**src/source/sound_pkg.sv**
```systemverilog
package sound_pkg;

  // bus and sample widths
  localparam int addr_w  = 16;
  localparam int data_w  = 8;
  localparam int psg_w   = 12;
  localparam int audio_w = 16;

  // port map, compared against the low address byte only
  localparam logic [7:0] port_beeper = 8'hFE;
  localparam logic [7:0] port_covox  = 8'hFB;

  // beeper lives in bit 4 of the FE port, the rest is border colour
  localparam int beeper_bit = 4;

  // soft-knee compressor defaults
  // comp_f is the knee divisor, comp_a the slope below the knee
  localparam int comp_f_default = 4;
  localparam int comp_a_default = 2;

  // wishbone classic request from the bus master
  typedef struct packed {
    logic              cyc;
    logic              stb;
    logic              we;
    logic [addr_w-1:0] adr;
    logic [data_w-1:0] dat;
  } wb_req_t;

  // decoded register write, at most one strobe high
  typedef struct packed {
    logic              beeper_wr;
    logic              covox_wr;
    logic [data_w-1:0] data;
  } reg_wr_t;

  // sample pair from the external sound generator
  typedef struct packed {
    logic signed [psg_w-1:0] left;
    logic signed [psg_w-1:0] right;
  } psg_pair_t;

  // mixed and compressed output pair
  typedef struct packed {
    logic [audio_w-1:0] left;
    logic [audio_w-1:0] right;
  } audio_pair_t;

endpackage

```
**src/source/audio_mixer.sv**
```systemverilog
`timescale 1ns/1ps

module audio_mixer #(
  parameter int comp_f = sound_pkg::comp_f_default,
  parameter int comp_a = sound_pkg::comp_a_default
) (
  input  logic                         clk_28mhz,
  input  logic                         rst,
  input  sound_pkg::psg_pair_t         psg_in,
  input  logic [sound_pkg::data_w-1:0] covox,
  input  logic                         beeper,
  output sound_pkg::audio_pair_t       audio_out
);

  localparam int aw    = sound_pkg::audio_w;
  localparam int psg_w = sound_pkg::psg_w;

  // bit weights of the three sources in the sum
  localparam int psg_shift = 4;
  localparam int pcm_shift = 6;

  // knee point and the output level reached there
  localparam int comp_x = ((32767 * (comp_f - 1)) / (comp_f * comp_a - 1)) + 1;
  localparam int comp_b = comp_x * comp_a;

  // covox and beeper are mono, same term on both channels
  logic [aw-1:0] shared_term;

  // stage 1 result, raw sum per channel
  sound_pkg::audio_pair_t pre;

  // generator sample sign-extended and weighted, wraps mod 2^16
  function automatic logic [aw-1:0] mix_sum(
    input logic signed [psg_w-1:0] psg,
    input logic        [aw-1:0]    shared
  );
    logic signed [aw-1:0] psg_ext;
    psg_ext = psg;
    mix_sum = (psg_ext <<< psg_shift) + shared;
  endfunction

  // soft knee on the magnitude, sign put back afterwards
  function automatic logic [aw-1:0] compr(input logic [aw-1:0] inp);
    logic [aw-1:0] neg;
    logic [31:0]   mag;
    logic [31:0]   res;
    logic [aw-1:0] out;
    neg = ~inp + 1'b1;
    mag = inp[aw-1] ? neg : inp;
    if (mag < comp_x) begin
      // linear part below the knee
      res = mag * comp_a;
    end else begin
      res = ((mag - comp_x) / comp_f) + comp_b;
    end
    out   = res[aw-1:0];
    compr = inp[aw-1] ? (~out + 1'b1) : out;
  endfunction

  assign shared_term = (aw'(covox) << pcm_shift) + (aw'(beeper) << pcm_shift);

  // stage 1, summing
  always_ff @(posedge clk_28mhz) begin
    if (rst) begin
      pre <= '0;
    end else begin
      pre.left  <= mix_sum(psg_in.left, shared_term);
      pre.right <= mix_sum(psg_in.right, shared_term);
    end
  end

  // stage 2, compressor
  always_ff @(posedge clk_28mhz) begin
    if (rst) begin
      audio_out <= '0;
    end else begin
      audio_out.left  <= compr(pre.left);
      audio_out.right <= compr(pre.right);
    end
  end

endmodule

```
**src/source/port_decode.sv**
```systemverilog
`timescale 1ns/1ps

module port_decode (
  input  logic               clk_28mhz,
  input  logic               rst,
  input  sound_pkg::wb_req_t wb_req,
  output logic               wb_ack,
  output sound_pkg::reg_wr_t reg_wr
);

  // low address byte selects the port
  logic [7:0] low_adr;

  // access already answered, stb not yet dropped
  logic served;

  // new access seen this cycle
  logic hit;

  // write hits per port
  logic beeper_sel;
  logic covox_sel;

  assign low_adr = wb_req.adr[7:0];

  assign hit = wb_req.cyc & wb_req.stb & ~wb_ack & ~served;

  assign beeper_sel = (low_adr == sound_pkg::port_beeper);
  assign covox_sel  = (low_adr == sound_pkg::port_covox);

  // single-cycle ack, one cycle after the request shows up
  always_ff @(posedge clk_28mhz) begin
    if (rst) begin
      wb_ack <= 1'b0;
      served <= 1'b0;
    end else begin
      wb_ack <= hit;
      // hold off a second ack until the master drops stb
      served <= wb_req.cyc & wb_req.stb & (served | wb_ack);
    end
  end

  // strobes leave on the same edge as the ack
  always_ff @(posedge clk_28mhz) begin
    if (rst) begin
      reg_wr.beeper_wr <= 1'b0;
      reg_wr.covox_wr  <= 1'b0;
    end else begin
      reg_wr.beeper_wr <= hit & wb_req.we & beeper_sel;
      reg_wr.covox_wr  <= hit & wb_req.we & covox_sel;
    end
    // data byte rides along with the strobes
    if (hit) begin
      reg_wr.data <= wb_req.dat;
    end
  end

endmodule

```
**src/source/sound_regs.sv**
```systemverilog
`timescale 1ns/1ps

module sound_regs (
  input  logic                        clk_28mhz,
  input  logic                        rst,
  input  sound_pkg::reg_wr_t          reg_wr,
  input  logic [7:0]                  rd_adr,
  output logic [sound_pkg::data_w-1:0] rd_dat,
  output logic                        beeper,
  output logic [sound_pkg::data_w-1:0] covox
);

  // whole FE byte is kept so it reads back unchanged
  logic [sound_pkg::data_w-1:0] fe_reg;

  // unsigned 8-bit pcm sample
  logic [sound_pkg::data_w-1:0] covox_reg;

  always_ff @(posedge clk_28mhz) begin
    if (rst) begin
      fe_reg    <= '0;
      covox_reg <= '0;
    end else begin
      if (reg_wr.beeper_wr) begin
        fe_reg <= reg_wr.data;
      end
      if (reg_wr.covox_wr) begin
        covox_reg <= reg_wr.data;
      end
    end
  end

  // read-back mux, open bus reads as FF
  always_comb begin
    case (rd_adr)
      sound_pkg::port_beeper: begin
        rd_dat = fe_reg;
      end
      sound_pkg::port_covox: begin
        rd_dat = covox_reg;
      end
      default: begin
        rd_dat = 8'hFF;
      end
    endcase
  end

  // to the mixer
  assign beeper = fe_reg[sound_pkg::beeper_bit];
  assign covox  = covox_reg;

endmodule

```
**src/source/sound_top.sv**
```systemverilog
`timescale 1ns/1ps

module sound_top #(
  parameter int comp_f = sound_pkg::comp_f_default,
  parameter int comp_a = sound_pkg::comp_a_default
) (
  input  logic                         clk_28mhz,
  input  logic                         rst,
  input  sound_pkg::wb_req_t           wb_req,
  output logic                         wb_ack,
  output logic [sound_pkg::data_w-1:0] wb_dat_o,
  input  sound_pkg::psg_pair_t         psg_in,
  output sound_pkg::audio_pair_t       audio_out
);

  // decoded writes toward the register file
  sound_pkg::reg_wr_t reg_wr;

  // register outputs into the mixer
  logic                         beeper;
  logic [sound_pkg::data_w-1:0] covox;

  port_decode port_decode_i (
    .clk_28mhz (clk_28mhz),
    .rst       (rst),
    .wb_req    (wb_req),
    .wb_ack    (wb_ack),
    .reg_wr    (reg_wr)
  );

  // reads are served straight from the register file
  sound_regs sound_regs_i (
    .clk_28mhz (clk_28mhz),
    .rst       (rst),
    .reg_wr    (reg_wr),
    .rd_adr    (wb_req.adr[7:0]),
    .rd_dat    (wb_dat_o),
    .beeper    (beeper),
    .covox     (covox)
  );

  audio_mixer #(
    .comp_f (comp_f),
    .comp_a (comp_a)
  ) audio_mixer_i (
    .clk_28mhz (clk_28mhz),
    .rst       (rst),
    .psg_in    (psg_in),
    .covox     (covox),
    .beeper    (beeper),
    .audio_out (audio_out)
  );

endmodule

```
**config.mk**
```make
export PLATFORM = sky130hd
export DESIGN_NAME = sound_top
export DESIGN_NICKNAME = d
export VERILOG_FILES = /design/src/source/sound_pkg.sv /design/src/source/audio_mixer.sv /design/src/source/port_decode.sv /design/src/source/sound_regs.sv /design/src/source/sound_top.sv
export SDC_FILE = /design/constraint.sdc
export NUM_CORES = 1
export LEC_CHECK = 0
export BUFFER_PORTS_ARGS = -buffer_cell sky130_fd_sc_hd__buf_2
export CAP_MARGIN = 10
export CORE_MARGIN = 4
export CORE_UTILIZATION = 58
export DETAILED_ROUTE_END_ITERATION = 12
export PLACE_DENSITY_LB_ADDON = 0.25
export SYNTH_ARGS = -nofsm -noshare
export SYNTH_HDL_FRONTEND = slang
export SYNTH_SLANG_ARGS = --single-unit
```
**constraint.sdc**
```tcl
create_clock -name clk_28mhz -period 4.3 [get_ports clk_28mhz]
set_input_delay 0.215 -clock clk_28mhz [delete_from_list [all_inputs] [get_ports clk_28mhz]]
set_output_delay 0.215 -clock clk_28mhz [all_outputs]
set_load 0.05 [all_outputs]
```
After elaboration in Yosys (flattened, before gate mapping). Cells that the tools add are included. Widths: inputs -> output; s select.

Register bits: 92. Input port bits: 53. Output and inout bits: 41. Word-level logic and storage cells: 49.

Add/sub/neg operators: 11. Order comparisons: 2. Equal/unequal tests: 2. Muxes and demuxes: 9. Bitwise logic cells: 14.

Operators by type and width (count): $mux 16 (8); $add 16x1->16 const B (4); $not 16->16 (4); $sub 16x14->17 const B (2); $add 16x15->16 const B (2); $add 16x16->16 (2); $lt 16x14->1 const B (2); $eq 8x8->1 const B (2); $pmux 8 s2 (1); $add 14x7->15 (1); $and 1x1->1 (7); $not 1->1 (2); $or 1x1->1 (1).

Logic depth before layout (Yosys ltp).
Word-level depth: 10. Mapped depth: 18. Depth with buffers taken out: 14.

Modules after synthesis. A second synthesis with hierarchy kept.

Cells, all modules: 735. Area, all modules: 6060.8 um2.

By module, submodules not included: audio_mixer (instances 1, cells each 629, area each 4837.1 um2, sequential area each 1121.1 um2); sound_regs (instances 1, cells each 82, area each 814.5 um2, sequential area each 320.3 um2); port_decode (instances 1, cells each 24, area each 409.1 um2, sequential area each 320.3 um2).

Least setup slack after synthesis. Ideal clock, no wire load.

Path kind: reg-to-reg. From: register audio_mixer_i.pre[4] (netlist bit). To: register audio_mixer_i.audio_out[12] (netlist name). Setup time: 0.065 ns. Data arrival time: 3.466 ns. Required time: 4.235 ns. Slack: 0.769 ns. Stages on the path, launching flop included: 17. Path buffers: 3. Clock period less this slack: 3.531 ns. Path through: dfxtp_1 -> buf_2 -> inv_1 -> ha_1 -> buf_2 -> nand2b_1 -> xnor2_1 -> clkbuf_1 -> ha_1 -> inv_1 -> o211ai_1 -> a21oi_2 -> o221a_2 -> nor2_2 -> nand2_1 -> or4_1 -> nand4b_1.

Word-level cells in the longest chain between the ends: 10. Elaborated cells between the ends (all ways): 11. Classes of those cells: add/sub: 4; order compare: 1; mux: 4; bitwise: 2.

RTL lines: start, declared (line audio_mixer.sv:30) `sound_pkg::audio_pair_t pre;`; $not 16->16 (line audio_mixer.sv:48) `neg = ~inp + 1'b1;`; $add 16x1->16 (line audio_mixer.sv:48); $mux 16 * (line audio_mixer.sv:49) `mag = inp[aw-1] ? neg : inp;`; $sub 16x14->17 (line audio_mixer.sv:54) `res = ((mag - comp_x) / comp_f) + comp_b;`; $add 16x15->16 (line audio_mixer.sv:54); $mux 16 * (line audio_mixer.sv:50) `if (mag < comp_x) begin`; $mux 16 * (line audio_mixer.sv:74) `if (rst) begin`; $not 16->16 (line audio_mixer.sv:57) `compr = inp[aw-1] ? (~out + 1'b1) : out;`; $add 16x1->16 (line audio_mixer.sv:57); $mux 16 * (line audio_mixer.sv:57).

Mark *: on every way between the ends. The rest lies on a longest branch, timed or not. The select of a mux whose other input is x is not followed. A chain may end at the register's enable or synchronous reset.

Final worst setup path.
From: register audio_mixer_i.pre[4] (netlist bit). To: register audio_mixer_i.audio_out[11] (netlist name).

Word-level cells in the longest chain between the ends: 10. Elaborated cells between the ends (all ways): 11. Classes of those cells: add/sub: 4; order compare: 1; mux: 4; bitwise: 2.

RTL lines (line): $not 16->16 (audio_mixer.sv:48); $add 16x1->16 (audio_mixer.sv:48); $mux 16 * (audio_mixer.sv:49); $sub 16x14->17 (audio_mixer.sv:54); $add 16x15->16 (audio_mixer.sv:54); $mux 16 * (audio_mixer.sv:50); $mux 16 * (audio_mixer.sv:74); $not 16->16 (audio_mixer.sv:57); $add 16x1->16 (audio_mixer.sv:57); $mux 16 * (audio_mixer.sv:57).

Marked as above.

==> results.md <==
* Wirelength per Cell at roughly 16 um
* #FFs+latches synth at 84
* ANT cells at 0
* Max-cap violations at 0
* Synthesized Nets at 842
* Crit path time final at 3.87 ns
* Pre-CTS worst setup slack at ~0.47 ns
* Max incr delay on CP at between 0.6 and 0.7 ns
* Row count at 37
* Chip Width at 112 um
* Layout Cell Area excl Fill at 7030 sq um
* Critical path's top delay family: compound AO/OA/AOI/OAI gates
* Cell-internal power at ~0.0013 W
* Final TNS setup at 0 ns
* Finish-stage setup viols at 0
* Number of cells on the critical path at 15
* CP endpoint kind: flop
* FF-to-FF setup slack at 0.43 ns
* Pwr/cell area at 309 nW/um^2
* Status: finished clean
* # fillers at 853
* Most frequent cells after synthesis: dfxtp_1 (76), nor2_1 (75), nand2_1 (57)
* CP Cell Sequence: inv_1 -> ha_1 -> nand2_1 -> o21ai_1 -> ha_1 -> inv_1 -> o211ai_1 -> buf_4 -> a21oi_2 -> o21ai_1 -> buf_12 -> o41ai_2 -> a2111oi_0 -> nor4_1 -> o211ai_1
* Num CTS Buffers at 9
* CTS clk-pin slew, worst paths at 0.09 ns
* 1st-iter DRT viols at about 350
* Hold_sp: wb_req[1]
* CTS tree: yes
* Vias in the first global route at around 5500
* Critical Path Start Type: flop
* RR Endpoint: audio_mixer_i.audio_out[11]$_SDFF_PP0_
* Largest net degree at the start of global routing at between 70 and 80
* Routed WL at approximately 15000 um
* First-pass GRT wire length at 25800 um
* Hold Path Depth at 1
* Initial antenna violation count at 0
* Sequential area share after synthesis at 0.282
* Tightest Pin Transition at 0.888 ns
* DRC violations left at 0
* DRT Pass-1 Iters at 5
* Most common cell in the synthesized netlist: dfxtp_1
* Layout cells sized above 1 at 0.181
* Worst min path class: in -> reg
* Area Growth Syn to Fin at 12.6%
* # port buffers at between 80 and 90
* Syn avg cell area at 8.18 sq um
* Root buffer cell: clkbuf_8
* Fraction of registers with async set or reset after synthesis at 0
* Top reg by flops: audio_mixer_i.audio_out
* P_sw at 0.000849 W
* Full die area at 12500 sq um
* Max Root-Sink Buffers at 2
* Top Registers: audio_mixer_i.audio_out x32, audio_mixer_i.pre x24, port_decode_i.reg_wr x10
* Initial core utilization at 0.599
* Clk network pwr share at 0.246
* Crit path required time at 4.54 ns
* Ys Warns at 0
* Pins Over Slew Limit at 0
* # IOs at 94
* Vias per cell at 6.07
* Die Height at 112 um
* Hold Vio Cnt, Final at 0
* FMAX at 0.259 GHz
* Worst reg-to-reg path cell count at 15
* Static Leak at 2.75 nW
* Core ar. at roughly 10000 sq um
* Total Routing Usage GR at 0.244
* Combinational Power Share at 0.350
* Unrepaired setup endpoints after global routing: no
* Hold endpoint: port_decode_i.reg_wr[1]$_DFFE_PP_
* Number of flip-flops in the largest register at 32
* Share of the synthesized area in the top cell type at 0.244
* Worst EP arrival at approximately 4.1 ns
* Final cycle utilization of the critical path at 0.900
* Worst slew margin at 0.399
* Post-place instance area at 6780 sq um
* Nets at 920
* Routed Antenna Nets at 0
* Slack of the critical path at ~0.43 ns
* Clock Latency Late Sink at 0.37 ns
* GRT Residual Overflow at 0
* Post-detail-place hpwl at 11400 um
* Reg power frac at 0.404
* Most used flip-flop cell after synthesis: dfxtp_1
* Crit Path Category: reg -> reg
* Synth unique cells at 88
* Synth area leader: dfxtp_1
* Critical R2R Launch: audio_mixer_i.pre[4]$_SDFF_PP0_
* Worst VDD drop at 0.000322 V
* Largest cells by area after synthesis: dfxtp_1 (24%), xnor2_1 (6.7%), ha_1 (4.8%), nor2_1 (4.5%), edfxtp_1 (3.8%)
* Worst path slowest cell: dfxtp_1
* Vias at around 6000
* Buf/Inv on CP at 4
* Netlist Area Pre-Place at 6240 sq um
* Skew final at approximately 0.017 ns
* H-Tree Depth at 3
* Placer Congestion at 0.924
* Tot Pwr at around 0.0022 W
* Post-synth EDFFs at 8
* Post-Syn Instances at around 760
* # clock sinks at 84
* WHS at 0.0285 ns
* Switching part of the total at 0.391
* Crit Path Max Fanout at 21
[power by group through the flow]
stage / Sequential [W] / Clock (W) / Combinational [W]
final: 0.000878 / 0.000534 / 0.000760
after global routing: 0.000887 / 0.000596 / 0.000829
after detailed placement: 0.000896 / 0 / 0.000743
after CTS: 0.000878 / 0.000548 / 0.000751
after global placement: 0.000895 / 0 / 0.000732
after floorplan: 0.00101 / 0 / 0.000465
[stage by stage]
| step | cells | utilization |
|---|---|---|
| global route | 982 | 0.675 |
| detailed placement | 958 | 0.650 |
| CTS | 981 | 0.674 |
| finish | 982 | 0.675 |
| floorplan | 763 | - |
| global placement | 958 | 0.650 |
[worst max-delay path by stage]
stage	start	slack [ns]	end
floorplan	audio_mixer_i.pre[4]$_SDFF_PP0_	0.77	audio_mixer_i.audio_out[12]$_SDFF_PP0_
global placement	audio_mixer_i.pre[4]$_SDFF_PP0_	0.61	audio_mixer_i.audio_out[12]$_SDFF_PP0_
detailed placement	audio_mixer_i.pre[4]$_SDFF_PP0_	0.47	audio_mixer_i.audio_out[11]$_SDFF_PP0_
CTS	audio_mixer_i.pre[4]$_SDFF_PP0_	0.43	audio_mixer_i.audio_out[11]$_SDFF_PP0_
global route	audio_mixer_i.pre[20]$_SDFF_PP0_	0.08	audio_mixer_i.audio_out[26]$_SDFF_PP0_
finish	audio_mixer_i.pre[4]$_SDFF_PP0_	0.43	audio_mixer_i.audio_out[11]$_SDFF_PP0_
[routing by layer]
metal | vias to the layer above | global-route usage | wire (um)
met2 | 223 | 0.374 | 6880
met3 | 13 | 0.0543 | 1060
met1 | 2761 | 0.349 | 7170
met4 | 0 | 0.0649 | 144
li1 | 2964 | - | -
met5 | - | 0 | 0
[kinds of logic (layout without fill, tap and decap cells)]
group           after synthesis  count (layout)  synth area share
simple gates                286             286             0.238
compound gates              204             204             0.234
flops                        84              84             0.282
xor+xnor                     73              73             0.107
buf+inv                      67             150            0.0471
fa+ha+maj                    26              26            0.0545
mux                          23              23            0.0375
[layout make-up]
type | instances | area (sq um) | area share
clock buffer | 9 | 124 | 0.0176
clock inverter | 7 | 56.3 | 0.00801
inverter | 24 | 90.1 | 0.0128
multi-input combinational | 612 | 4190 | 0.595
sequential | 84 | 1760 | 0.250
tap | 136 | 170 | 0.0242
timing repair buffer | 110 | 643 | 0.0914
[placed cells by master (no fill, tap or decap), drive strengths merged, types with 9 or more instances in the layout]
cell type  instances
a22oi              9
mux2i             20
nor3              24
nand2             57
o31ai             20
o21ai             40
o211ai            11
dfxtp             76
ha                24
a31oi             12
nand2b            14
a21oi             43
or3               12
nor2b             11
o21bai            12
xnor2             49
clkbuf             9
buf              103
inv               26
nand4              9
nor4              22
nor2              76
nand3             16
xor2              24
and3               9
[what timing repair did]
item,4_1_cts,5_1_grt
hold buffers,7,0
gates resized for setup,0,0
buffers inserted,0,1
endpoints found under the hold margin,7,0
setup endpoints to repair,0,1
No activity file was read; power rests on OpenSTA's default activity.
